--- config.mk ---
export PLATFORM = sky130hd
export DESIGN_NAME = layer_cpu_if
export DESIGN_NICKNAME = d
export VERILOG_FILES = /design/src/hdl/tile_layer_pkg.sv /design/src/hdl/layer_cpu_if.sv
export SDC_FILE = /design/constraint.sdc
export NUM_CORES = 1
export LEC_CHECK = 0
export BUFFER_PORTS_ARGS = -buffer_cell sky130_fd_sc_hd__buf_2
export CAP_MARGIN = 25
export CORE_ASPECT_RATIO = 1.2
export CORE_MARGIN = 2
export CORE_UTILIZATION = 40
export CTS_BUF_LIST = sky130_fd_sc_hd__clkbuf_16
export DETAILED_ROUTE_END_ITERATION = 10
export GPL_ROUTABILITY_DRIVEN = 1
export PLACE_DENSITY_LB_ADDON = 0.05
export SLEW_MARGIN = 20
export SYNTH_ARGS = -nofsm -noshare
export SYNTH_HDL_FRONTEND = slang
export SYNTH_SLANG_ARGS = --single-unit
--- constraint.sdc ---
create_clock -name clk -period 2.05 [get_ports clk]
set_input_delay 0.5125 -clock clk [delete_from_list [all_inputs] [get_ports clk]]
set_output_delay 0.5125 -clock clk [all_outputs]
set_load 0.005 [all_outputs]
--- src/hdl/tile_layer_pkg.sv ---
/* tile layer types for map words, ROM and line buffer widths, scanner states */
package tile_layer_pkg;

  typedef logic [11:0] tile_code_t;
  typedef logic [3:0]  tile_color_t;
  // color bank in the high nibble, pixel nibble in the low one
  typedef logic [7:0]  pix_index_t;
  typedef logic [9:0]  map_addr_t;
  typedef logic [17:0] gfx_addr_t;
  typedef logic [8:0]  scroll_t;
  typedef logic [7:0]  line_t;
  typedef logic [11:0] rgb_t;
  typedef logic [10:0] cpu_addr_t;

  typedef enum logic [2:0] {
    st_start,
    st_wait_decode,
    st_fetch_rom,
    st_copy_rom,
    st_wait_pixel,
    st_copy_pixel,
    st_finished
  } scan_state_t;

  localparam pix_index_t TRANSPARENT_INDEX = 8'h0F;

endpackage

--- src/hdl/layer_cpu_if.sv ---
/* CPU write decode for tile map and palette, scroll registers with frame shadows */
`timescale 1ns/1ps

module layer_cpu_if (
  input  logic                       clk,
  input  logic                       rst,
  input  logic                       cpu_we,
  input  tile_layer_pkg::cpu_addr_t  cpu_addr,
  input  logic [15:0]                cpu_wdata,
  input  logic                       frame_start,
  output logic                       map_we,
  output tile_layer_pkg::map_addr_t  map_waddr,
  output logic [15:0]                map_wdata,
  output logic                       pal_we,
  output tile_layer_pkg::pix_index_t pal_waddr,
  output tile_layer_pkg::rgb_t       pal_wdata,
  output tile_layer_pkg::scroll_t    scroll_x,
  output tile_layer_pkg::scroll_t    scroll_y
);
  import tile_layer_pkg::*;

  localparam cpu_addr_t SCROLL_X_ADDR = 11'h400;
  localparam cpu_addr_t SCROLL_Y_ADDR = 11'h401;

  logic    sel_map;
  logic    sel_pal;
  scroll_t scroll_x_reg;
  scroll_t scroll_y_reg;

  // map at 0x000-0x3ff, palette at 0x500-0x5ff
  assign sel_map = ~cpu_addr[10];
  assign sel_pal = (cpu_addr[10:8] == 3'b101);

  assign map_we    = cpu_we & sel_map;
  assign map_waddr = map_addr_t'(cpu_addr[9:0]);
  assign map_wdata = cpu_wdata;
  assign pal_we    = cpu_we & sel_pal;
  assign pal_waddr = pix_index_t'(cpu_addr[7:0]);
  assign pal_wdata = rgb_t'(cpu_wdata[11:0]);

  always_ff @(posedge clk or posedge rst) begin
    if (rst) begin
      scroll_x_reg <= '0;
      scroll_y_reg <= '0;
      scroll_x     <= '0;
      scroll_y     <= '0;
    end else begin
      if (cpu_we && cpu_addr == SCROLL_X_ADDR) begin
        scroll_x_reg <= scroll_t'(cpu_wdata[8:0]);
      end
      if (cpu_we && cpu_addr == SCROLL_Y_ADDR) begin
        scroll_y_reg <= scroll_t'(cpu_wdata[8:0]);
      end
      // scanner only ever sees values copied at a frame boundary
      if (frame_start) begin
        scroll_x <= scroll_x_reg;
        scroll_y <= scroll_y_reg;
      end
    end
  end

endmodule

==> impl_metrics.py <==
metrics = {
    "clock_tree": {
        "cts_made_buffers": 5,
        "cts_tree": "done",
        "cts_hold_buf": 0,
        "cts_buffer_depth": 2,
        "clk_pin_slew_worst_paths_ns": 0.05,
        "numClockSinks": 36,
        "cts_setup_buffers": 0,
        "root_buffer": "clkbuf_16",
        "post_cts_resized": 0,
        "insertion_delay_ns": 0.27,
        "htree_levels": 2,
    },
    "layout": {
        "area_delta_synth_final_pct": 16.7,
        "nets": 200,
        "fillCellCount": 399,
        "drive_gt1_frac": 0.741,
        "register_area_um2": 901,
        "diodes": 0,
        "multiInputGateArea_um2": 487,
        "post_layout_nonfiller_instances": 226,
    },
    "synth": {
        "ys_seq_area_frac": 0.514,
        "synth_cell_types": 14,
        "yosysTopAreaCell": "dfrtp_1",
        "netlist_instances": 130,
        "yosysWarningCount": 0,
        "synth_area_um2": 1750,
        "ys_ff_latch": 36,
        "synth_area_per_cell_um2": 13.5,
        "synth_top_area_frac": 0.514,
        "netlist_top_cells_area": "dfrtp_1, mux2_2, buf_4",
        "syn_nets": 161,
    },
    "critical_path": {
        "worstSetupStartpoint": "cpu_addr[10]",
        "crit_family": "simple AND/OR/NAND/NOR gates",
        "crit_cells": 4,
        "r2r-end": "scroll_x_reg[1]",
        "reg2reg_setup_slack_ns": 1.29,
        "cp_cell_sequence": "buf_2 > and3b_2 > and2_1 > buf_2",
        "arrival_ns": 1.11,
        "slowest_delay_ns": 0.22,
        "crit_path_max_fanout": 3,
        "path_buf_inv": 2,
        "critical_path.slowest_cell": "and3b_2",
        "path_common_cell": "buf_2",
        "reg2reg_depth": 1,
        "worstSetupEndpoint": "pal_we",
        "required_ns": 1.54,
        "criticalPathCategory": "in2out",
        "end_kind": "primary output",
        "rr_startpoint": "scroll_x_reg[1]",
        "setup.worst_path.start_class": "primary input",
    },
    "global_route": {
        "grtUsageTotal": 0.123,
        "antenna_found_initial": 0,
        "grt_pass1_vias": 1047,
        "grt_pass1_wl_mm": 4.73,
        "overflow": 0,
        "grt_start_max_net_pins": 37,
    },
    "power": {
        "p_total_w": 0.00165,
        "powerDensity_nw_per_um2": 805,
        "p_leak_nw": 1.19,
        "peakVddDrop_uv": 472,
    },
    "placement": {
        "gp_congestion": 0.692,
        "dp_cells": 218,
        "portBuffers": 79,
        "pre_cts_slack_ns": 0.156,
        "dp_hpwl_mm": 2.20,
    },
    "floorplanning": {
        "io_pins": 97,
        "start_util": 0.415,
        "coreArea_um2": 4230,
        "die-width_um": 64.5,
        "rows": 26,
        "die_h_um": 76.5,
        "dieArea_um2": 4930,
    },
    "timing": {
        "fmax_ghz": 0.618,
        "fin_skew_ns": 0.00400,
        "period_needed_ns": 1.62,
        "setup_violations": 0,
        "drv_slew": 0,
        "worst_pin_slew_ns": 0.447,
        "finalHoldViolations": 0,
        "grt_setup_unrepaired": "no",
        "fin_tns_setup_ns": 0,
        "setup_ws_ns": 0.431,
        "relSlewSlack": 0.702,
        "period_share": 0.790,
    },
    "min_path": {
        "worstHoldPathType": "in2async",
    },
    "drt": {
        "drt_iter0_drc": 21,
        "vias": 1049,
        "wire_per_inst_um": 13.0,
        "first_pass_iters": 2,
        "via_per_inst": 4.64,
        "wirelength_mm": 2.94,
        "ant_nets": 0,
        "drc": 0,
    },
    "flow_run": {
        "cap_violations": 0,
    },
    "run_status": {
        "status": "completed",
    },
}
[cells in the final DEF (no fill, tap or decap), types with 2 or more instances in the layout]
| master | n |
|---|---|
| buf_2 | 79 |
| clkbuf_16 | 5 |
| clkinv_1 | 2 |
| dfrtp_1 | 36 |
| mux2_2 | 35 |
[report_power, final]
| group | internal, W | leakage (nW) | total [W] | switching, W |
|---|---|---|---|---|
| clock | 0.000564 | 0.0789 | 0.000810 | 0.000247 |
| combinational | 0.0000568 | 0.605 | 0.000117 | 0.0000602 |
| sequential | 0.000718 | 0.502 | 0.000720 | 0.00000266 |
[cells in the mapped netlist]
library cell,number
buf_4,47
dfrtp_1,36
mux2_2,35
buf_2,2
and2_1,1
and3b_2,1
and4b_1,1
inv_1,1
mux2_1,1
nand4b_2,1
nor2b_1,1
nor4_1,1
nor4_2,1
nor4b_2,1
[per-layer routing]
metal / GRT usage / share of wire / vias up
met5: 0 / 0 / -
met4: 0.0319 / 0.0058 / 0
met3: 0.0473 / 0.086 / 2
met2: 0.213 / 0.52 / 59
met1: 0.141 / 0.39 / 516
li1: - / - / 472
[worst min-delay path by stage]
stage	cells past startpoint	from	slack, ns	to
after CTS	3	rst	0.36	scroll_x_reg[4]
final	3	rst	0.34	scroll_x_reg[4]
after detailed placement	1	scroll_x_reg[6]	0.47	scroll_x_reg[6]
after global routing	3	rst	0.39	scroll_x_reg[4]
after floorplan	1	scroll_x_reg[6]	0.45	scroll_x_reg[6]
after global placement	1	scroll_x_reg[6]	0.46	scroll_x_reg[6]
[cells by family after synthesis]
family / synth area share
buffers and inverters: 0.209
DFF: 0.514
and+or+nand+nor: 0.0464
muxes: 0.231
[layout make-up]
cell class	count	area share
sequential	36	0.440
multi-input combinational	44	0.238
timing repair buffer	81	0.207
clock buffer	5	0.0611
tap	56	0.0342
clock inverter	3	0.0183
inverter	1	0.00183
[through the flow]
step	hold slack [ns]	instance area (um2)	util
after floorplan	0.452	1750	-
after global placement	0.464	1880	0.446
after detailed placement	0.473	1880	0.446
after global routing	0.386	2050	0.484
after CTS	0.355	2050	0.484
final	0.341	2050	0.484
(Power assumes the default switching activity.)
