**src/hdl/tile_layer_pkg.sv**
```systemverilog
/* tile layer types for map words, ROM and line buffer widths, scanner states */
package tile_layer_pkg;

  typedef logic [11:0] tile_code_t;
  typedef logic [3:0]  tile_color_t;
  // color bank in the high nibble, pixel nibble in the low one
  typedef logic [7:0]  pix_index_t;
  typedef logic [9:0]  map_addr_t;
  typedef logic [17:0] gfx_addr_t;
  typedef logic [8:0]  scroll_t;
  typedef logic [7:0]  line_t;
  typedef logic [11:0] rgb_t;
  typedef logic [10:0] cpu_addr_t;

  typedef enum logic [2:0] {
    st_start,
    st_wait_decode,
    st_fetch_rom,
    st_copy_rom,
    st_wait_pixel,
    st_copy_pixel,
    st_finished
  } scan_state_t;

  localparam pix_index_t TRANSPARENT_INDEX = 8'h0F;

endpackage

```
**src/hdl/video_timing_pkg.sv**
```systemverilog
/* beam counter types and default frame timing */
package video_timing_pkg;

  typedef logic [10:0] hcount_t;
  typedef logic [8:0]  vcount_t;

  // clocks per line at the core clock
  localparam int H_TOTAL_DEFAULT   = 1536;
  localparam int V_TOTAL_DEFAULT   = 262;
  localparam int V_VISIBLE_DEFAULT = 224;

endpackage

```
**src/hdl/palette_out.sv**
```systemverilog
/* line buffer readout, 256-entry palette RAM and registered pixel output */
`timescale 1ns/1ps

module palette_out (
  input  logic                       clk,
  input  logic                       rst,
  input  video_timing_pkg::hcount_t  hcount,
  input  video_timing_pkg::vcount_t  vcount,
  input  logic                       visible,
  output logic                       lb_bank,
  output logic [7:0]                 lb_addr,
  input  tile_layer_pkg::pix_index_t lb_data,
  input  logic                       pal_we,
  input  tile_layer_pkg::pix_index_t pal_waddr,
  input  tile_layer_pkg::rgb_t       pal_wdata,
  output logic                       pixel_valid,
  output logic [7:0]                 pixel_x,
  output video_timing_pkg::vcount_t  pixel_y,
  output tile_layer_pkg::pix_index_t pixel_index,
  output tile_layer_pkg::rgb_t       pixel_rgb,
  output logic                       pixel_opaque
);
  import video_timing_pkg::*;
  import tile_layer_pkg::*;

  rgb_t       palette [256];
  logic       valid_q;
  logic [7:0] x_q;
  vcount_t    y_q;
  pix_index_t index_q;

  // display reads the bank the scanner filled during the previous line
  assign lb_bank = vcount[0];
  assign lb_addr = hcount[7:0];

  always_ff @(posedge clk) begin
    if (pal_we) begin
      palette[pal_waddr] <= pal_wdata;
    end
  end

  always_ff @(posedge clk or posedge rst) begin
    if (rst) begin
      valid_q     <= 1'b0;
      pixel_valid <= 1'b0;
    end else begin
      valid_q     <= visible;
      pixel_valid <= valid_q;
    end
  end

  // stage 1 holds the index, stage 2 the palette lookup
  always_ff @(posedge clk) begin
    index_q      <= lb_data;
    x_q          <= hcount[7:0];
    y_q          <= vcount;
    pixel_index  <= index_q;
    pixel_x      <= x_q;
    pixel_y      <= y_q;
    pixel_rgb    <= palette[index_q];
    pixel_opaque <= (index_q != TRANSPARENT_INDEX);
  end

endmodule

```
**config.mk**
```make
export PLATFORM = sky130hd
export DESIGN_NAME = palette_out
export DESIGN_NICKNAME = d
export VERILOG_FILES = /design/src/hdl/tile_layer_pkg.sv /design/src/hdl/video_timing_pkg.sv /design/src/hdl/palette_out.sv
export SDC_FILE = /design/constraint.sdc
export NUM_CORES = 2
export LEC_CHECK = 0
export BUFFER_PORTS_ARGS = -buffer_cell sky130_fd_sc_hd__buf_2
export CORE_ASPECT_RATIO = 0.9
export CORE_UTILIZATION = 30
export DETAILED_ROUTE_END_ITERATION = 16
export GPL_TIMING_DRIVEN = 1
export PLACE_DENSITY_LB_ADDON = 0.1
export SETUP_SLACK_MARGIN = 0.1
export SLEW_MARGIN = 15
export SYNTH_ARGS = -nofsm -noshare
export SYNTH_HDL_FRONTEND = slang
export SYNTH_SLANG_ARGS = --single-unit
```
**constraint.sdc**
```tcl
create_clock -name clk -period 2.8 [get_ports clk]
set_clock_uncertainty 0.1 [all_clocks]
set_input_delay 0.42 -clock clk [delete_from_list [all_inputs] [get_ports clk]]
set_output_delay 0.42 -clock clk [all_outputs]
set_load 0.1 [all_outputs]
```
==> results.py <==
metrics = {
    "routing": {
        "postRouteAntennaNets": 0,
        "routedWlPerCell_um": 32.72,
        "drtIter0Drc": 6075,
        "firstDrtPassIters": 6,
        "route.final.wire_length_um": 412500,
        "drc_errors": 0,
        "via_per_inst": 5.035,
        "routed-via-count": 63479,
    },
    "pwr": {
        "vdd_drop_max_mv": 0.4671,
        "combPwrFrac_pct": 6.9,
        "p_leak_nw": 49.12,
        "p_sw_share_pct": 22.85,
        "internal_power_mw": 79.83,
        "p_sw_mw": 23.64,
        "p_seq_share_pct": 50.1,
        "power_frac_clock_pct": 43.0,
        "p_per_area_nw_per_um2": 689.3,
    },
    "status": {
        "violations": "negative setup slack",
        "status": "finished, violations left",
    },
    "placed_design": {
        "numPortBuffers": 96,
        "finalWeightedCongestion": 0.8147,
        "dp_hpwl_um": 269300,
    },
    "worst_setup_path": {
        "cp_num_buf_inv": 5,
        "startpoint_type": "flip-flop",
        "worst_setup_path_end_kind": "flip-flop",
        "cp_max_fo": 8,
        "cp.arrival_ps": 3950,
        "path_cells": "buf_12 -> buf_12 -> buf_12 -> buf_12 -> mux4_2 -> mux4_2 -> o211ai_1 -> buf_4 -> a222oi_1",
        "path_class": "flip-flop to flip-flop",
        "cp_slowest_cell": "mux4_2",
        "cpLargestDelayFamily": "multiplexers",
        "crit_top_cell": "buf_12",
        "crit_required_ps": 3490,
        "cp_slowest_stage_delay_ps": 600,
    },
    "logic_synthesis": {
        "synth.most_common_cell": "edfxtp_1",
        "synthTopCellsByCount": "edfxtp_1 (3072), mux4_2 (605), mux2i_1 (386)",
        "synth_area_um2": 120400,
        "syn_nets": 5723,
        "synth_cell_type_count": 69,
        "ys_seq_area_share_pct": 77.72,
        "yosys.area.top_type_share_pct": 76.63,
        "synth_cells": 5671,
        "synthArstFlopShare_pct": 0.06376,
        "synth_top_cell_by_area": "edfxtp_1",
        "syn_avg_cell_area_um2": 21.23,
        "ys_warn_count": 0,
        "synth-seq-cells": 3137,
        "synth_area_leaders": "edfxtp_1 (77%), mux4_2 (11%), mux2i_1 (3.2%), dfxtp_1 (1.0%), nor2_1 (0.94%)",
        "synth_ff_type": "edfxtp_1",
        "synth_edf_count": 3072,
    },
    "sta": {
        "max-slew-margin-rel_pct": 31.65,
        "hold_viol": 0,
        "worst_pin_slew_ps": 1015,
        "fmax_mhz": 306.2,
        "layout_setup_ws_ps": -465.4,
        "rsz0062_at_grt": "yes",
        "period_needed_ps": 3265,
        "setup_viol": 12,
        "final.setup.tns_ps": -4425,
        "timing.final.crit_share_pct": 116.6,
        "drv_slew": 0,
        "hold_ws_ps": 135.5,
    },
    "grt": {
        "grt_max_degree": 107,
        "antenna_found_initial": 39,
        "grt_pass1_vias": 64970,
        "track_usage_pct": 20.07,
        "grt-ovfl-total": 0,
        "grt_pass1_wl_um": 562300,
    },
    "floorplan": {
        "die_x_um": 669.7,
        "die_area_um2": 403800,
        "io_pins": 100,
        "die_h_um": 602.9,
        "start_util_pct": 30.16,
        "rows": 220,
        "core_um2": 399100,
    },
    "cts": {
        "worstSkewPairLatency_ps": 950,
        "cts_tree": "built",
        "cts_root_buf": "clkbuf_16",
        "clock-sinks": 3137,
        "clk_pin_slew_worst_paths_ps": 60,
        "htreeDepth": 5,
        "clock_path_buffers": 4,
        "cts_made_buffers": 351,
    },
    "min_path": {
        "hold_path_class": "input pin to flip-flop",
    },
    "flow_run": {
        "drv_cap": 0,
    },
    "cells_and_area": {
        "final_layout_size_suffix_gt1_share_pct": 33.50,
        "area_growth_pct": 24.69,
        "nFillCells": 36605,
        "nets": 7040,
    },
}
## cell type report
cell class                 instances  area [um^2]  share of cell area (%)
clock buffer                     461         9425                   6.279
clock inverter                   175         1459                  0.9720
tap                             5328         6666                   4.441
sequential                      3137        93580                   62.35
antenna                            9        22.52                 0.01500
timing repair buffer            1314        13740                   9.155
inverter                          10        46.29                 0.03084
multi-input combinational       2174        25150                   16.76
## sequential cells by signal (all words and copies together) (netlist names)
name / cells
index_q: 8
pixel_y: 9
pixel_opaque: 1
y_q: 9
pixel_rgb: 12
pixel_x: 8
valid_q: 1
palette: 3072
pixel_valid: 1
pixel_index: 8
x_q: 8
## layer usage
metal	vias to the layer above	wire length (um)	track usage, %
li1	26533	-	-
met1	34745	190600	29.15
met2	1737	192600	32.25
met3	460	19900	2.564
met4	4	9394	4.385
met5	-	19	0
## metrics by stage
step	utilization [%]	total power, mW	cells	cell area (um^2)	setup slack (ps)
after detailed placement	34.34	59.68	11841	137000	-1295
after floorplan	-	55.64	5671	120400	235.2
after global placement	34.34	59.63	11841	137000	-1282
after global routing	37.60	106.6	12602	150100	-495.4
final	37.61	103.5	12608	150100	-465.4
after CTS	37.45	104.6	12572	149500	-542.2
## tightest hold or removal path: cells and delay by family
kind	cells	cell delay, ps
simple gates	2	260
buf+inv	2	320
## power groups by stage
| stage | clock (mW) | combinational (mW) | sequential, mW |
|---|---|---|---|
| final | 44.5 | 7.17 | 51.8 |
| after global routing | 47.3 | 7.46 | 51.8 |
| after detailed placement | 0 | 6.89 | 52.8 |
| after CTS | 45.7 | 7.16 | 51.8 |
| after floorplan | 0 | 2.56 | 53.1 |
| after global placement | 0 | 6.84 | 52.8 |
## worst paths after layout
path | from | end | slack [ps] | cells after the start
max in group asynchronous | rst | valid_q | 2150 | 4
max reg2reg | index_q[0] | pixel_rgb[8] | -470 | 9
min | pal_waddr[2] | palette[205][6] | 140 | 4
max | index_q[0] | pixel_rgb[8] | -470 | 9
min in group asynchronous | rst | pixel_valid | 340 | 4
min reg2reg | x_q[5] | pixel_x[5] | 220 | 0
## cell families (layout without fill, tap and decap cells)
family	Yosys count	after routing	synth area share, %
other	0	9	0
buffers and inverters	360	1960	1.942
muxes	1005	1005	14.81
DFF	3137	3137	77.72
AOI/OAI and AO/OA	615	615	3.588
and+or+nand+nor	554	554	1.941
## repair_timing
item | 4_1_cts | 5_1_grt
gates resized for setup | 121 | 79
cloned | 4 | 2
pin swaps | 11 | 20
hold buffers | 62 | 0
buffers inserted | 29 | 25
setup endpoints to repair | 15 | 13
hold endpoints to repair | 674 | 0
## cells in the final DEF (no fill, tap or decap), types with 89 or more instances in the layout
cell       instances
a21oi_1          129
buf_12           272
buf_4            834
clkbuf_1          95
clkbuf_16        360
clkinv_1          89
edfxtp_1        3072
mux2i_1          382
mux4_2           609
nand2_1          122
nor2_1           292
Power figures use the tool's default switching activity.
