===== config.mk =====
export PLATFORM = sky130hd
export DESIGN_NAME = tile_line_scanner
export DESIGN_NICKNAME = d
export VERILOG_FILES = /design/src/hdl/tile_layer_pkg.sv /design/src/hdl/tile_line_scanner.sv
export SDC_FILE = /design/constraint.sdc
export NUM_CORES = 2
export LEC_CHECK = 0
export BUFFER_PORTS_ARGS = -buffer_cell sky130_fd_sc_hd__buf_2
export CAP_MARGIN = 20
export CORE_ASPECT_RATIO = 2
export CORE_MARGIN = 4
export CORE_UTILIZATION = 40
export DETAILED_ROUTE_END_ITERATION = 8
export MAX_ROUTING_LAYER = met4
export PLACE_DENSITY = 0.52
export RECOVER_POWER = 25
export SLEW_MARGIN = 20
export SYNTH_ARGS = -nofsm -noshare
export SYNTH_HDL_FRONTEND = slang
export SYNTH_MEMORY_MAX_BITS = 65536
export SYNTH_SLANG_ARGS = --single-unit

===== constraint.sdc =====
create_clock -name clk -period 21.9 [get_ports clk]
set_input_delay 5.475 -clock clk [delete_from_list [all_inputs] [get_ports clk]]
set_output_delay 5.475 -clock clk [all_outputs]
set_load 0.1 [all_outputs]

===== src/hdl/tile_layer_pkg.sv =====
/* tile layer types for map words, ROM and line buffer widths, scanner states */
package tile_layer_pkg;

  typedef logic [11:0] tile_code_t;
  typedef logic [3:0]  tile_color_t;
  // color bank in the high nibble, pixel nibble in the low one
  typedef logic [7:0]  pix_index_t;
  typedef logic [9:0]  map_addr_t;
  typedef logic [17:0] gfx_addr_t;
  typedef logic [8:0]  scroll_t;
  typedef logic [7:0]  line_t;
  typedef logic [11:0] rgb_t;
  typedef logic [10:0] cpu_addr_t;

  typedef enum logic [2:0] {
    st_start,
    st_wait_decode,
    st_fetch_rom,
    st_copy_rom,
    st_wait_pixel,
    st_copy_pixel,
    st_finished
  } scan_state_t;

  localparam pix_index_t TRANSPARENT_INDEX = 8'h0F;

endpackage


===== src/hdl/tile_line_scanner.sv =====
/* line scanner: tile map walk, graphics ROM fetch, 4bpp decode
   and the two-bank 256 pixel line buffer */
`timescale 1ns/1ps

module tile_line_scanner (
  input  logic                       clk,
  input  logic                       rst,
  input  tile_layer_pkg::line_t      line_number,
  output tile_layer_pkg::map_addr_t  ram_addr,
  input  logic [15:0]                ram_out,
  input  logic [15:0]                gfx_rom_data,
  input  logic                       gfx_rom_ok,
  output tile_layer_pkg::gfx_addr_t  gfx_rom_addr,
  output logic                       gfx_rom_cs,
  input  tile_layer_pkg::scroll_t    scroll_x,
  input  tile_layer_pkg::scroll_t    scroll_y,
  input  logic                       line_buffer_bank,
  input  logic [7:0]                 line_buffer_addr,
  output tile_layer_pkg::pix_index_t line_buffer_out
);
  import tile_layer_pkg::*;

  scan_state_t state;
  line_t       line_q;
  scroll_t     vy_q;
  logic [4:0]  tile_x_q;
  logic [1:0]  word_idx;
  logic [3:0]  pix_col;
  logic [7:0]  lb_index;
  tile_color_t color_q;

  logic [15:0] rom_words [4];
  pix_index_t  line_buffer [2][256];

  scroll_t     start_vy;
  tile_code_t  tile_code;
  logic [15:0] cur_word;
  logic [1:0]  bit_sel;
  logic [3:0]  nibble;
  pix_index_t  lb_wdata;
  logic        lb_we;

  // virtual row wraps at 512
  assign start_vy  = scroll_t'({1'b0, line_number}) + scroll_y;
  assign tile_code = ram_out[11:0];

  // 4 columns per ROM word, one bit per plane
  assign cur_word = rom_words[pix_col[3:2]];
  assign bit_sel  = pix_col[1:0];
  assign nibble   = {cur_word[{2'b11, bit_sel}], cur_word[{2'b10, bit_sel}],
                     cur_word[{2'b01, bit_sel}], cur_word[{2'b00, bit_sel}]};
  assign lb_wdata = (nibble == 4'hF) ? TRANSPARENT_INDEX : {color_q, nibble};
  assign lb_we    = (state == st_copy_pixel);

  assign line_buffer_out = line_buffer[line_buffer_bank][line_buffer_addr];

  always_ff @(posedge clk or posedge rst) begin
    if (rst) begin
      state        <= st_finished;
      line_q       <= '0;
      vy_q         <= '0;
      tile_x_q     <= '0;
      word_idx     <= '0;
      pix_col      <= '0;
      lb_index     <= '0;
      color_q      <= '0;
      ram_addr     <= '0;
      gfx_rom_addr <= '0;
      gfx_rom_cs   <= 1'b0;
    end else begin
      case (state)
        st_start: begin
          line_q   <= line_number;
          vy_q     <= start_vy;
          ram_addr <= {start_vy[8:4], scroll_x[8:4]};
          tile_x_q <= scroll_x[8:4] + 5'd1;
          // first tile is entered part way through
          pix_col  <= scroll_x[3:0];
          lb_index <= '0;
          word_idx <= '0;
          state    <= st_wait_decode;
        end

        st_wait_decode: begin
          state <= st_fetch_rom;
        end

        st_fetch_rom: begin
          // code*64 + row*2 + word[0], plus 32 for words 2 and 3
          gfx_rom_addr <= {tile_code, word_idx[1], vy_q[3:0], word_idx[0]};
          gfx_rom_cs   <= 1'b1;
          state        <= st_copy_rom;
        end

        st_copy_rom: begin
          if (gfx_rom_ok) begin
            gfx_rom_cs <= 1'b0;
            if (word_idx == 2'd3) begin
              state <= st_wait_pixel;
            end else begin
              word_idx <= word_idx + 2'd1;
              state    <= st_fetch_rom;
            end
          end
        end

        st_wait_pixel: begin
          color_q  <= ram_out[15:12];
          // map word of the next tile is read while this one is drawn
          ram_addr <= {vy_q[8:4], tile_x_q};
          tile_x_q <= tile_x_q + 5'd1;
          state    <= st_copy_pixel;
        end

        st_copy_pixel: begin
          lb_index <= lb_index + 8'd1;
          pix_col  <= pix_col + 4'd1;
          if (lb_index == 8'd255) begin
            state <= st_finished;
          end else if (pix_col == 4'd15) begin
            word_idx <= '0;
            state    <= st_fetch_rom;
          end
        end

        st_finished: begin
          if (line_number != line_q) begin
            state <= st_start;
          end
        end

        default: begin
          state <= st_finished;
        end
      endcase
    end
  end

  always_ff @(posedge clk) begin
    if (state == st_copy_rom && gfx_rom_ok) begin
      rom_words[word_idx] <= gfx_rom_data;
    end
  end

  // even lines go to bank 0, odd lines to bank 1
  always_ff @(posedge clk) begin
    if (lb_we) begin
      line_buffer[line_q[0]][lb_index] <= lb_wdata;
    end
  end

endmodule


==> summary.txt <==
Power
  – Total chip power: roughly 21000 uW
  – Leak pwr: 0.0589 uW
  – P per Cell Area: 114 nW/um2
  – Worst VDD drop: 0.000411 V

Global route
  – Gr ovfl total: 0
  – Tot GR Track Use: 0.251
  – First-pass GRT wire length: ~740000 um
  – Vias in the first global route: approximately 89000
  – Largest net degree at the start of global routing: 205
  – Initial antenna violation count: 36

Worst setup path
  – R2r setup slk: 10460 ps
  – Worst path required time: 16430 ps
  – Crit path kind: input port to primary output
  – Worst-path fanout max: 68
  – CP Launch Type: input port
  – CP Data Arrival Time: 11280 ps
  – RR Endpoint: line_buffer[1][1186]
  – Worst setup EP type: primary output
  – Crit path from: line_buffer_addr[0]
  – Reg2Reg Depth: 3
  – Worst R2R Start: pix_col[3]

Die
  – Core area: 419000 um2
  – DIE HEIGHT: 925 um
  – Die W: 466 um
  – Initial core utilization: 0.402
  – Rows: about 340
  – Io pins: 107
  – Die Area: 431000 um2

Synth
  – Synth top area cells: edfxtp_1, mux4_2, mux2i_1
  – Number of flops mapped to enable cells by yosys: 4160
  – Yosys warns: 0
  – Syn Inst Count: 8566
  – Post-synth top area share: 0.743
  – Async set-reset flop share out of synthesis: 0.0170
  – Cell taking the most area after synthesis: edfxtp_1
  – Main synth FF type: edfxtp_1
  – Syn Area/Cell: ~20 um2
  – Synthesized cell area: 168000 um2
  – Post-synthesis sequential area ratio: 0.754
  – Syn_nets: 8655
  – Yosys cell types: 92
  – FF+latch count, synth: ~4200

STA
  – Fin Setup TNS: 0 ps
  – Final Setup Violations: 0
  – RSZ-0062 raised after global routing: false
  – Setup ws final: 5140 ps
  – Fin crit share: 0.765
  – Slew Limit Fails: 1462
  – Max-slew headroom: -5.80
  – Fmax: roughly 60 MHz
  – Final Skew: 43.3 ps
  – Final hold violation count: 0
  – Slew @ Worst Pin: 10200 ps
  – Min Tclk post-route: 16760 ps

Route
  – First-pass detailed-route iteration total: 6
  – Drc violations: 0
  – Starting DRC count in detailed routing: 8691
  – Antenna Violating Nets Remaining: 0
  – DR vias: 86598
  – Via-to-Cell Ratio: a little under 6
  – Routed Wire Length: between 500000 and 600000 um
  – WL/cell: 36.6 um

Layout
  – Final #Nets: slightly below 9000
  – Final Core Density: 0.443
  – Filler cells: approximately 36000
  – Post-layout instance area: 186000 um2
  – Layout cells sized above 1: 0.172
  – Area Growth Syn to Fin: 10.4%

Clock tree
  – Clock Latency Late Sink: about 950 ps
  – CTS tree: yes
  – Resize count post-CTS: 0
  – Hold bufs inserted after CTS: 0
  – CTS Buf Count: around 360
  – Setup bufs post-CTS: 0
  – Clock Path Buffers: 4
  – Htree depth: 5
  – CTS Sinks: 4232
  – Root Driver: clkbuf_16
  – Clock transition at path regs: 60 ps

Placement
  – Post-DP HPWL: 343000 um
  – Worst slack, placed: 5380 ps
  – I/O Buffers: between 100 and 150
  – Placed Area: approximately 170000 um2
  – Final GP Congestion: 0.890

Flow run
  – Max cap viols: 24

Min path
  – Hold Path Class: flip-flop to flip-flop
  – Worst-case hold path end point: vy_q[0]
  – Hold depth: 2
  – Hold Crit Start: vy_q[0]

Run status
  – Status: complete, but fails checks
  – Violated checks: capacitance limit, slew limit
## report_power, final
part	internal [uW]	leakage [uW]	switching, uW
clock network	3550	0.00568	2980
registers	11100	0.0387	61.3
logic	474	0.0145	2970
total	15100	0.0589	6020
## synth_stat cells, drive strengths merged, types with 8 or more instances
master and count:
mux2i 811, mux2 37, inv 15, xnor2 8, xor2 11, a22oi 21
nand3 79, a31oi 27, o221ai 290, ha 18, nand2 187, a21oi 230
nor4 20, nand2b 10, mux4 672, o21ai 115, nor2 623, nor2b 19
and2 35, and3 18, buf 301, a21o 12, nor3 95, dfrtp 70
nand4 35, o22ai 219, edfxtp 4160, a2111oi 30, o31ai 8, o211ai 15
clkbuf 237, a211oi 33
## cell type report
class | instances | area [um2] | area share
multi-input cells | 3777 | 37400 | 0.202
repair buffers | 336 | 2610 | 0.0140
clock inverters | 211 | 2090 | 0.0112
inverters | 16 | 76.3 | 0.000411
well taps | 5577 | 6980 | 0.0376
clock buffers | 440 | 9570 | 0.0516
diodes | 31 | 77.6 | 0.000418
flip-flops and latches | 4232 | 127000 | 0.683
## sequential cells by signal, indices dropped and copies added (netlist names)
register	cells
line_q	8
color_q	4
gfx_rom_addr	18
vy_q	9
word_idx	2
line_buffer	4096
state	3
pix_col	4
ram_addr	10
tile_x_q	5
gfx_rom_cs	1
lb_index	8
rom_words	64
## placed cells by master (no fill, tap or decap), types with 19 or more instances in the layout
| master | synthesis | routed |
|---|---|---|
| a211oi_1 | 33 | 30 |
| a21oi_1 | 230 | 229 |
| a22oi_1 | 21 | 21 |
| a31oi_1 | 27 | 27 |
| and2_1 | 35 | 30 |
| buf_12 | 71 | 27 |
| buf_2 | 107 | 102 |
| buf_4 | 19 | 168 |
| bufinv_16 | 0 | 36 |
| clkbuf_1 | 221 | 95 |
| clkbuf_16 | 0 | 371 |
| clkinv_1 | 1 | 69 |
| clkinv_2 | 0 | 66 |
| dfrtp_1 | 70 | 70 |
| diode_2 | 0 | 31 |
| edfxtp_1 | 4160 | 4160 |
| mux2_2 | 37 | 37 |
| mux2i_1 | 811 | 811 |
| mux4_1 | 107 | 107 |
| mux4_2 | 565 | 564 |
| nand2_1 | 186 | 171 |
| nand3_1 | 79 | 60 |
| nand3_2 | 0 | 19 |
| nand4_1 | 35 | 35 |
| nor2_1 | 623 | 615 |
| nor3_1 | 92 | 89 |
| o21ai_0 | 101 | 98 |
| o221ai_1 | 257 | 257 |
| o221ai_2 | 33 | 33 |
| o22ai_1 | 217 | 216 |
## critical path, cell delays in order
cell and delay (ps):
buf_8 390, buf_12 420, nand2b_4 560, buf_4 470
buf_4 380, o221ai_1 370, nor2_1 110, o21ai_0 230
nand4_1 740, and4_1 720, nor3_2 490, buf_2 530
## per-stage QoR
step           hold WS, ps  instances
2_1_floorplan          440       8566
3_3_place_gp           457      13925
3_5_place_dp           463      13934
4_1_cts                480      14585
5_1_grt                503      14610
6_report               476      14620
## worst max-delay path by stage
stage          slack, ps  cells past startpoint                  to
2_1_floorplan       8000                     10  line_buffer_out[0]
3_3_place_gp        4500                     12  line_buffer_out[7]
3_5_place_dp        5380                     14  line_buffer_out[2]
4_1_cts             5350                     14  line_buffer_out[2]
5_1_grt             5120                     12  line_buffer_out[0]
6_report            5140                     12  line_buffer_out[0]
## per-layer routing
metal,GRT usage,wire length [um],vias to the layer above
met5,-,0,-
met3,0.0310,29000,1030
li1,-,-,35685
met2,0.443,286000,3405
met1,0.264,177000,46478
met4,0.159,42400,0
## logic make-up after synthesis
family,share of synthesized area
flip-flops,0.754
multiplexers,0.143
AND/OR/NAND/NOR,0.0301
AO/OA/AOI/OAI,0.0449
buffers and inverters,0.0257
XOR/XNOR,0.000990
adder cells (fa/ha/maj),0.00146
Power figures use the tool's default switching activity.
