$ cat config.mk
export PLATFORM = sky130hd
export DESIGN_NAME = video_timing
export DESIGN_NICKNAME = d
export VERILOG_FILES = /design/src/hdl/tile_layer_pkg.sv /design/src/hdl/video_timing_pkg.sv /design/src/hdl/video_timing.sv
export SDC_FILE = /design/constraint.sdc
export NUM_CORES = 1
export LEC_CHECK = 0
export BUFFER_PORTS_ARGS = -buffer_cell sky130_fd_sc_hd__buf_2
export CORE_ASPECT_RATIO = 1.1
export CORE_MARGIN = 8
export CORE_UTILIZATION = 49
export CTS_BUF_LIST = sky130_fd_sc_hd__clkbuf_2 sky130_fd_sc_hd__clkbuf_4 sky130_fd_sc_hd__clkbuf_8
export DETAILED_ROUTE_END_ITERATION = 10
export GPL_TIMING_DRIVEN = 0
export PLACE_DENSITY = 0.78
export SLEW_MARGIN = 10
export SYNTH_ARGS = -nofsm -noshare
export SYNTH_HDL_FRONTEND = slang
export SYNTH_SLANG_ARGS = --single-unit
$ cat constraint.sdc
create_clock -name clk -period 1.8 [get_ports clk]
set_input_delay 0 -clock clk [delete_from_list [all_inputs] [get_ports clk]]
set_output_delay 0 -clock clk [all_outputs]
set_load 0.005 [all_outputs]
$ cat src/hdl/tile_layer_pkg.sv
/* tile layer types for map words, ROM and line buffer widths, scanner states */
package tile_layer_pkg;

  typedef logic [11:0] tile_code_t;
  typedef logic [3:0]  tile_color_t;
  // color bank in the high nibble, pixel nibble in the low one
  typedef logic [7:0]  pix_index_t;
  typedef logic [9:0]  map_addr_t;
  typedef logic [17:0] gfx_addr_t;
  typedef logic [8:0]  scroll_t;
  typedef logic [7:0]  line_t;
  typedef logic [11:0] rgb_t;
  typedef logic [10:0] cpu_addr_t;

  typedef enum logic [2:0] {
    st_start,
    st_wait_decode,
    st_fetch_rom,
    st_copy_rom,
    st_wait_pixel,
    st_copy_pixel,
    st_finished
  } scan_state_t;

  localparam pix_index_t TRANSPARENT_INDEX = 8'h0F;

endpackage

$ cat src/hdl/video_timing_pkg.sv
/* beam counter types and default frame timing */
package video_timing_pkg;

  typedef logic [10:0] hcount_t;
  typedef logic [8:0]  vcount_t;

  // clocks per line at the core clock
  localparam int H_TOTAL_DEFAULT   = 1536;
  localparam int V_TOTAL_DEFAULT   = 262;
  localparam int V_VISIBLE_DEFAULT = 224;

endpackage

$ cat src/hdl/video_timing.sv
/* beam counters, visible area, frame start and the line to render next */
`timescale 1ns/1ps

module video_timing #(
  parameter int H_TOTAL   = video_timing_pkg::H_TOTAL_DEFAULT,
  parameter int V_TOTAL   = video_timing_pkg::V_TOTAL_DEFAULT,
  parameter int V_VISIBLE = video_timing_pkg::V_VISIBLE_DEFAULT
) (
  input  logic                      clk,
  input  logic                      rst,
  output video_timing_pkg::hcount_t hcount,
  output video_timing_pkg::vcount_t vcount,
  output logic                      visible,
  output logic                      frame_start,
  output tile_layer_pkg::line_t     render_line
);
  import video_timing_pkg::*;
  import tile_layer_pkg::*;

  localparam int      H_VISIBLE = 256;
  localparam hcount_t H_LAST    = hcount_t'(H_TOTAL - 1);
  localparam hcount_t H_VIS     = hcount_t'(H_VISIBLE);
  localparam vcount_t V_LAST    = vcount_t'(V_TOTAL - 1);
  localparam vcount_t V_VIS     = vcount_t'(V_VISIBLE);

  logic    h_wrap;
  vcount_t next_v;

  assign h_wrap = (hcount == H_LAST);
  assign next_v = (vcount == V_LAST) ? '0 : vcount + 1'b1;

  always_ff @(posedge clk or posedge rst) begin
    if (rst) begin
      hcount <= '0;
      vcount <= '0;
    end else if (h_wrap) begin
      hcount <= '0;
      vcount <= next_v;
    end else begin
      hcount <= hcount + 1'b1;
    end
  end

  assign visible = (hcount < H_VIS) && (vcount < V_VIS);

  // scanner works one line ahead of the beam
  assign render_line = line_t'(next_v);

  // render side wraps to line 0 here, one line before the display does,
  // so line 0 is already built with the new frame's scroll values
  assign frame_start = (hcount == '0) && (vcount == V_LAST);

endmodule

==> impl_metrics.py, run 1 <==
metrics = {
    "run_status": {
        "outcome": "finished, violations left",
        "violations": "negative setup slack",
    },
    "clock_network": {
        "cts_tree": "yes",
        "root_buffer": "clkbuf_4",
        "clk_pin_slew_worst_paths_ns": 0.11,
        "cts-htree-levels": 1,
        "numClockSinks": 20,
        "clk_latency_ns": 0.30,
        "cts_made_buffers": 3,
        "clockBufferDepth": 2,
    },
    "sta": {
        "min_period_over_period": 1.03,
        "worstMarginPinSlew_ns": 0.760,
        "finClkSkew_ns": 0.00337,
        "whs_ns": 0.366,
        "slew_viol_final": 0,
        "rsz0062_at_grt": "true",
        "layout_setup_ws_ns": -0.0484,
        "fmaxAchievable_mhz": 541,
        "relSlewSlack": 0.493,
        "setup_viol": 4,
        "hold_viol": 0,
        "period_minus_slack_ns": 1.85,
    },
    "grt": {
        "grt_max_degree": 21,
        "grt_pass1_vias": 1076,
        "grt_pass1_wl_mm": 4.80,
        "grt_usage": 0.135,
        "overflow": 0,
        "antenna_found_initial": 0,
    },
    "cells_and_area": {
        "syn2layout_area_growth_pct": 32.0,
        "fin_nets": 177,
        "fill_cells": 203,
        "drive_gt1_frac": 0.462,
        "design_area_sq_um": 1630,
        "antenna_cells": 0,
    },
    "place": {
        "globalplace.congestion": 0.809,
        "post-place-ws_ns": -0.221,
        "io_buffer_count": 31,
        "place_area_sq_um": 1430,
    },
    "synth": {
        "syn_area_sq_um": 1230,
        "syn_inst": 125,
        "synth-edff-count": 0,
        "syn_nets": 131,
        "synth_top_area_share": 0.405,
        "synth_seq_cells": 20,
        "yosys_warnings": 0,
        "synth.avg_cell_area_sq_um": 9.88,
        "yosys.area.top_type": "dfrtp_1",
        "ys_seq_area_frac": 0.405,
        "async_reset_ff_frac": 1.00,
        "synth_cell_types": 33,
        "yosys_most_used_dff": "dfrtp_1",
        "synthTopCellsByArea": "dfrtp_1, xnor2_1, buf_4, nor2_1, ha_1",
    },
    "setup_path": {
        "cp_max_fo": 8,
        "regToRegStartpoint": "vcount[5]",
        "start_kind": "flop",
        "r2r_end": "vcount[5]",
        "reg2reg_depth": 6,
        "required_ns": 1.80,
        "critPathKind": "reg2out",
        "end_kind": "output pin",
        "reg2reg_setup_slack_ns": 0,
        "arrival_ns": 1.85,
    },
    "drt": {
        "routedWlPerCell_um": 15.2,
        "ant_nets": 0,
        "vias": 1079,
        "drt_iter0_markers": 46,
        "drc": 0,
        "drt_wl_total_mm": 3.04,
        "avgViaCountPerCell": 5.40,
        "dr.pass1.iters": 4,
    },
    "power_and_ir_drop": {
        "peakVddDrop_v": 0.000351,
        "pwr_density_cell_nw_per_um2": 415,
        "p_leak_nw": 0.864,
    },
    "floorplanning": {
        "initial_utilization": 0.504,
        "rows": 19,
        "die_h_um": 68.7,
        "ios": 32,
        "die_w_um": 63.9,
        "die-area_sq_um": 4380,
        "core-area_sq_um": 2450,
    },
    "flow_run": {
        "drv_cap": 0,
    },
    "min_path": {
        "holdCritPathClass": "in2async",
    },
}
## power by group
part	total (mW)	internal [mW]	switching (mW)
Sequential	0.449	0.449	0
Combinational	0.0112	0.00228	0.00891
Clock	0.216	0.0780	0.138
Total	0.677	0.529	0.147
## per-stage QoR
stage | cells | util | total power [mW] | setup TNS [ns]
floorplan | 125 | - | 0.465 | 0
global placement | 187 | 0.584 | 0.468 | -0.677
detailed placement | 187 | 0.584 | 0.468 | -1.04
CTS | 195 | 0.620 | 0.682 | -0.321
global route | 200 | 0.666 | 0.699 | -0.436
finish | 200 | 0.666 | 0.677 | -0.139
## layer usage
layer | share of wire | track usage | wire [um]
met3 | 0.044 | 0.0291 | 135
met1 | 0.41 | 0.141 | 1260
met4 | 0.015 | 0.0780 | 46
met2 | 0.53 | 0.250 | 1600
met5 | 0 | 0 | 0
## area by class of cell
cell class	count	area, sq um	share of cell area
Buffer	9	83.8	0.0514
Clock buffer	3	22.5	0.0138
Inverter	5	18.8	0.0115
Multi-Input combinational cell	87	663	0.407
Sequential cell	20	505	0.310
Tap cell	31	38.8	0.0238
Timing Repair Buffer	45	298	0.183
## layout by cell type, fill, tap and decap left out, types with 5 or more instances in the layout
cell,count
buf_6,9
nor2_1,10
buf_2,26
o21ai_0,8
xnor2_1,11
buf_4,16
dfrtp_1,16
inv_1,5
xor2_1,5
## logic make-up (layout without fill, tap and decap cells)
logic type               after synthesis  in the layout  synth area share
AND/OR/NAND/NOR                       52             52             0.258
buffers and inverters                 18             62            0.0952
XOR/XNOR                              16             16             0.113
adder cells (fa/ha/maj)                4              4            0.0405
flip-flops                            20             20             0.405
multiplexers                           2              2            0.0172
AO/OA/AOI/OAI                         13             13            0.0699
## what timing repair did
action / in CTS / in global routing
hold buffers: 1 / 0
gates resized for setup: 7 / 21
setup endpoints to repair: 22 / 16
setup buffers: 5 / 8
hold endpoints to repair: 20 / 0
pin swaps: 1 / 5
## registers in the layout (all words and copies together), names as in the netlist
| signal | cells |
|---|---|
| vcount | 9 |
| hcount | 11 |
## cells in the mapped netlist, drive strengths merged (2+ instances only)
master and count:
nor2b 4, xnor2 11, dfrtp 20, inv 5
a22o 4, nor2 15, buf 11, nand3 4
nor3 4, nand4 5, o21ai 8, ha 4
clkbuf 2, nand2 4, xor2 5, and3 7
## how the worst max path moves through the flow
stage,from,slack (ns),cells past startpoint,endpoint
floorplan,hcount[0],0.07,6,vcount[2]
CTS,vcount[5],-0.07,7,render_line[3]
detailed placement,hcount[0],-0.22,6,vcount[3]
global route,vcount[7],-0.09,5,frame_start
finish,vcount[5],-0.05,5,frame_start
global placement,hcount[0],-0.16,6,vcount[2]
## critical path, cell delays in order, from the launching register on
cell and delay, ns:
dfrtp_1 0.41, or4_4 0.57, nor2_4 0.14, buf_8 0.16, and3_4 0.18, buf_6 0.09
No activity file was read; power rests on OpenSTA's default activity.
==> inputs of run 2 (changes only) <==
--- a/config.mk
+++ b/config.mk
@@ -6,12 +6,10 @@
 export NUM_CORES = 1
 export LEC_CHECK = 0
 export BUFFER_PORTS_ARGS = -buffer_cell sky130_fd_sc_hd__buf_2
-export CORE_ASPECT_RATIO = 1.1
 export CORE_MARGIN = 8
 export CORE_UTILIZATION = 49
 export CTS_BUF_LIST = sky130_fd_sc_hd__clkbuf_2 sky130_fd_sc_hd__clkbuf_4 sky130_fd_sc_hd__clkbuf_8
 export DETAILED_ROUTE_END_ITERATION = 10
-export GPL_TIMING_DRIVEN = 0
 export PLACE_DENSITY = 0.78
 export SLEW_MARGIN = 10
 export SYNTH_ARGS = -nofsm -noshare
==> run 2 against run 1 <==
Effect of this change:
- the flow now finishes without violations
- maximum frequency grew 4.7%
- first-iteration DRC count shrank 15%
- combinational power is essentially flat
- die area is essentially flat
- sequential cell count is the same
- cell area shrank 7.1%
- highest routed layer unchanged
==> impl_metrics.py, run 2 (same netlist as run 1, synthesis figures left out) <==
metrics = {
    "clock_network": {
        "root_buffer": "clkbuf_4",
        "cts_made_buffers": 3,
        "numClockSinks": 20,
        "cts_tree": "yes",
        "clk_pin_slew_worst_paths_ns": 0.13,
        "cts-htree-levels": 1,
        "clockBufferDepth": 2,
        "clk_latency_ns": 0.31,
    },
    "sta": {
        "min_period_over_period": 0.981,
        "relSlewSlack": 0.494,
        "finClkSkew_ns": 0.0168,
        "hold_viol": 0,
        "setup_viol": 0,
        "rsz0062_at_grt": "true",
        "slew_viol_final": 0,
        "fmaxAchievable_mhz": 566,
        "layout_setup_ws_ns": 0.0344,
        "period_minus_slack_ns": 1.77,
        "worstMarginPinSlew_ns": 0.759,
    },
    "drt": {
        "drc": 0,
        "drt_iter0_markers": 39,
        "ant_nets": 0,
        "drt_wl_total_mm": 2.83,
        "vias": 996,
        "dr.pass1.iters": 4,
        "routedWlPerCell_um": 14.9,
        "avgViaCountPerCell": 5.24,
    },
    "power_and_ir_drop": {
        "pwr_density_cell_nw_per_um2": 550,
        "clkPwrFrac": 0.448,
        "switching_share": 0.188,
        "p_leak_nw": 0.814,
        "share_comb_of_total_power": 0.013,
        "p_seq_frac": 0.539,
        "peakVddDrop_v": 0.000388,
        "p_int_mw": 0.677,
        "p_sw_mw": 0.157,
    },
    "floorplanning": {
        "die_h_um": 66.2,
        "core-area_sq_um": 2430,
        "ios": 32,
        "rows": 18,
        "initial_utilization": 0.508,
        "die_w_um": 66.2,
        "die-area_sq_um": 4380,
    },
    "cells_and_area": {
        "final_common_cell": "buf_2",
        "final_cell_mix": "buf_2, dfrtp_1, nor2_1",
        "syn2layout_area_growth_pct": 22.7,
        "largest_reg_flops": 11,
        "fin_nets": 167,
        "final-seq-area_sq_um": 505,
        "drive_gt1_frac": 0.406,
        "multi_input_comb_area_sq_um": 638,
        "antenna_cells": 0,
        "fill_cells": 201,
        "regMostFlops": "hcount",
        "top_regs": "hcount: 11 flops, vcount: 9 flops",
        "fin_util": 0.623,
    },
    "place": {
        "io_buffer_count": 31,
        "hpwl_mm": 2.08,
        "post-place-ws_ns": 0.123,
        "globalplace.congestion": 0.854,
    },
    "grt": {
        "antenna_found_initial": 0,
        "overflow": 0,
        "grt_pass1_wl_mm": 4.81,
        "grt_max_degree": 21,
        "grt_usage": 0.136,
        "grt_pass1_vias": 1060,
    },
    "run_status": {
        "outcome": "finished, final reports clean",
    },
    "setup_path": {
        "reg2reg_setup_slack_ns": 0.09,
        "end_kind": "output pin",
        "required_ns": 1.80,
        "critPathKind": "reg2out",
        "start_kind": "flop",
        "arrival_ns": 1.77,
        "cp_max_fo": 5,
    },
    "min_path": {
        "holdCritPathClass": "in2async",
    },
    "flow_run": {
        "drv_cap": 0,
    },
}
[run 2: changes by cell type in the layout (fill, tap and decap cells not counted), moves of 3 or more]
| cell | before | now |
|---|---|---|
| buf_2 | 26 | 31 |
| buf_4 | 16 | 10 |
| buf_6 | 9 | 2 |
| nor2_1 | 10 | 14 |
| nor2_4 | 4 | 1 |
[run 2: final timing paths]
check / startpoint / endpoint / cells past startpoint
setup reg to reg: hcount[1] / vcount[1] / 5
max in group asynchronous: rst / vcount[4] / 3
min in group clk: hcount[10] / hcount[10] / 1
setup / recovery: vcount[7] / frame_start / 5
hold reg to reg: hcount[10] / hcount[10] / 1
hold / removal: rst / hcount[9] / 3
[run 2: layout make-up]
class,count,area share
clock buffer,3,0.0149
tap,30,0.0248
clock inverter,1,0.0198
inverter,5,0.0124
sequential,20,0.334
multi-input combinational,87,0.421
timing repair buffer,44,0.173
[run 2: power by group through the flow]
| stage | clock network [mW] | logic (mW) | registers [mW] |
|---|---|---|---|
| 2_1_floorplan | 0 | 0.00673 | 0.458 |
| 3_3_place_gp | 0 | 0.00996 | 0.458 |
| 3_5_place_dp | 0 | 0.0104 | 0.458 |
| 4_1_cts | 0.376 | 0.0120 | 0.449 |
| 5_1_grt | 0.397 | 0.0136 | 0.449 |
| 6_report | 0.373 | 0.0111 | 0.449 |
[run 2: timing repair]
action | in CTS | in global routing
gates resized for setup | 2 | 11
hold buffers | 1 | 0
endpoints found under the hold margin | 20 | 0
setup endpoints to repair | 1 | 4
setup buffers | 1 | 1
cloned | 1 | 0
[run 2: routing by layer]
| layer | GRT usage | up-vias | wire length (um) |
|---|---|---|---|
| li1 | - | 487 | - |
| met1 | 0.160 | 474 | 1240 |
| met2 | 0.229 | 28 | 1360 |
| met3 | 0.0254 | 7 | 157 |
| met4 | 0.0693 | 0 | 74 |
| met5 | 0 | - | 0 |
[run 2: metrics by stage]
stage	std cells	setup TNS (ns)	hold slack, ns	instance area, sq um	power [mW]
2_1_floorplan	125	0	-0.0362	1230	0.465
3_3_place_gp	182	0	0.160	1400	0.468
3_5_place_dp	182	0	0.176	1400	0.468
4_1_cts	189	0	0.378	1470	0.837
5_1_grt	190	-0.0192	0.424	1520	0.860
6_report	190	0	0.343	1520	0.834
[run 2: worst max-delay path, stage by stage (launching register included)]
cell	delay, ns
dfrtp_1	0.40
or4_4	0.56
nor2_4	0.12
buf_6	0.13
and3_4	0.17
buf_6	0.09
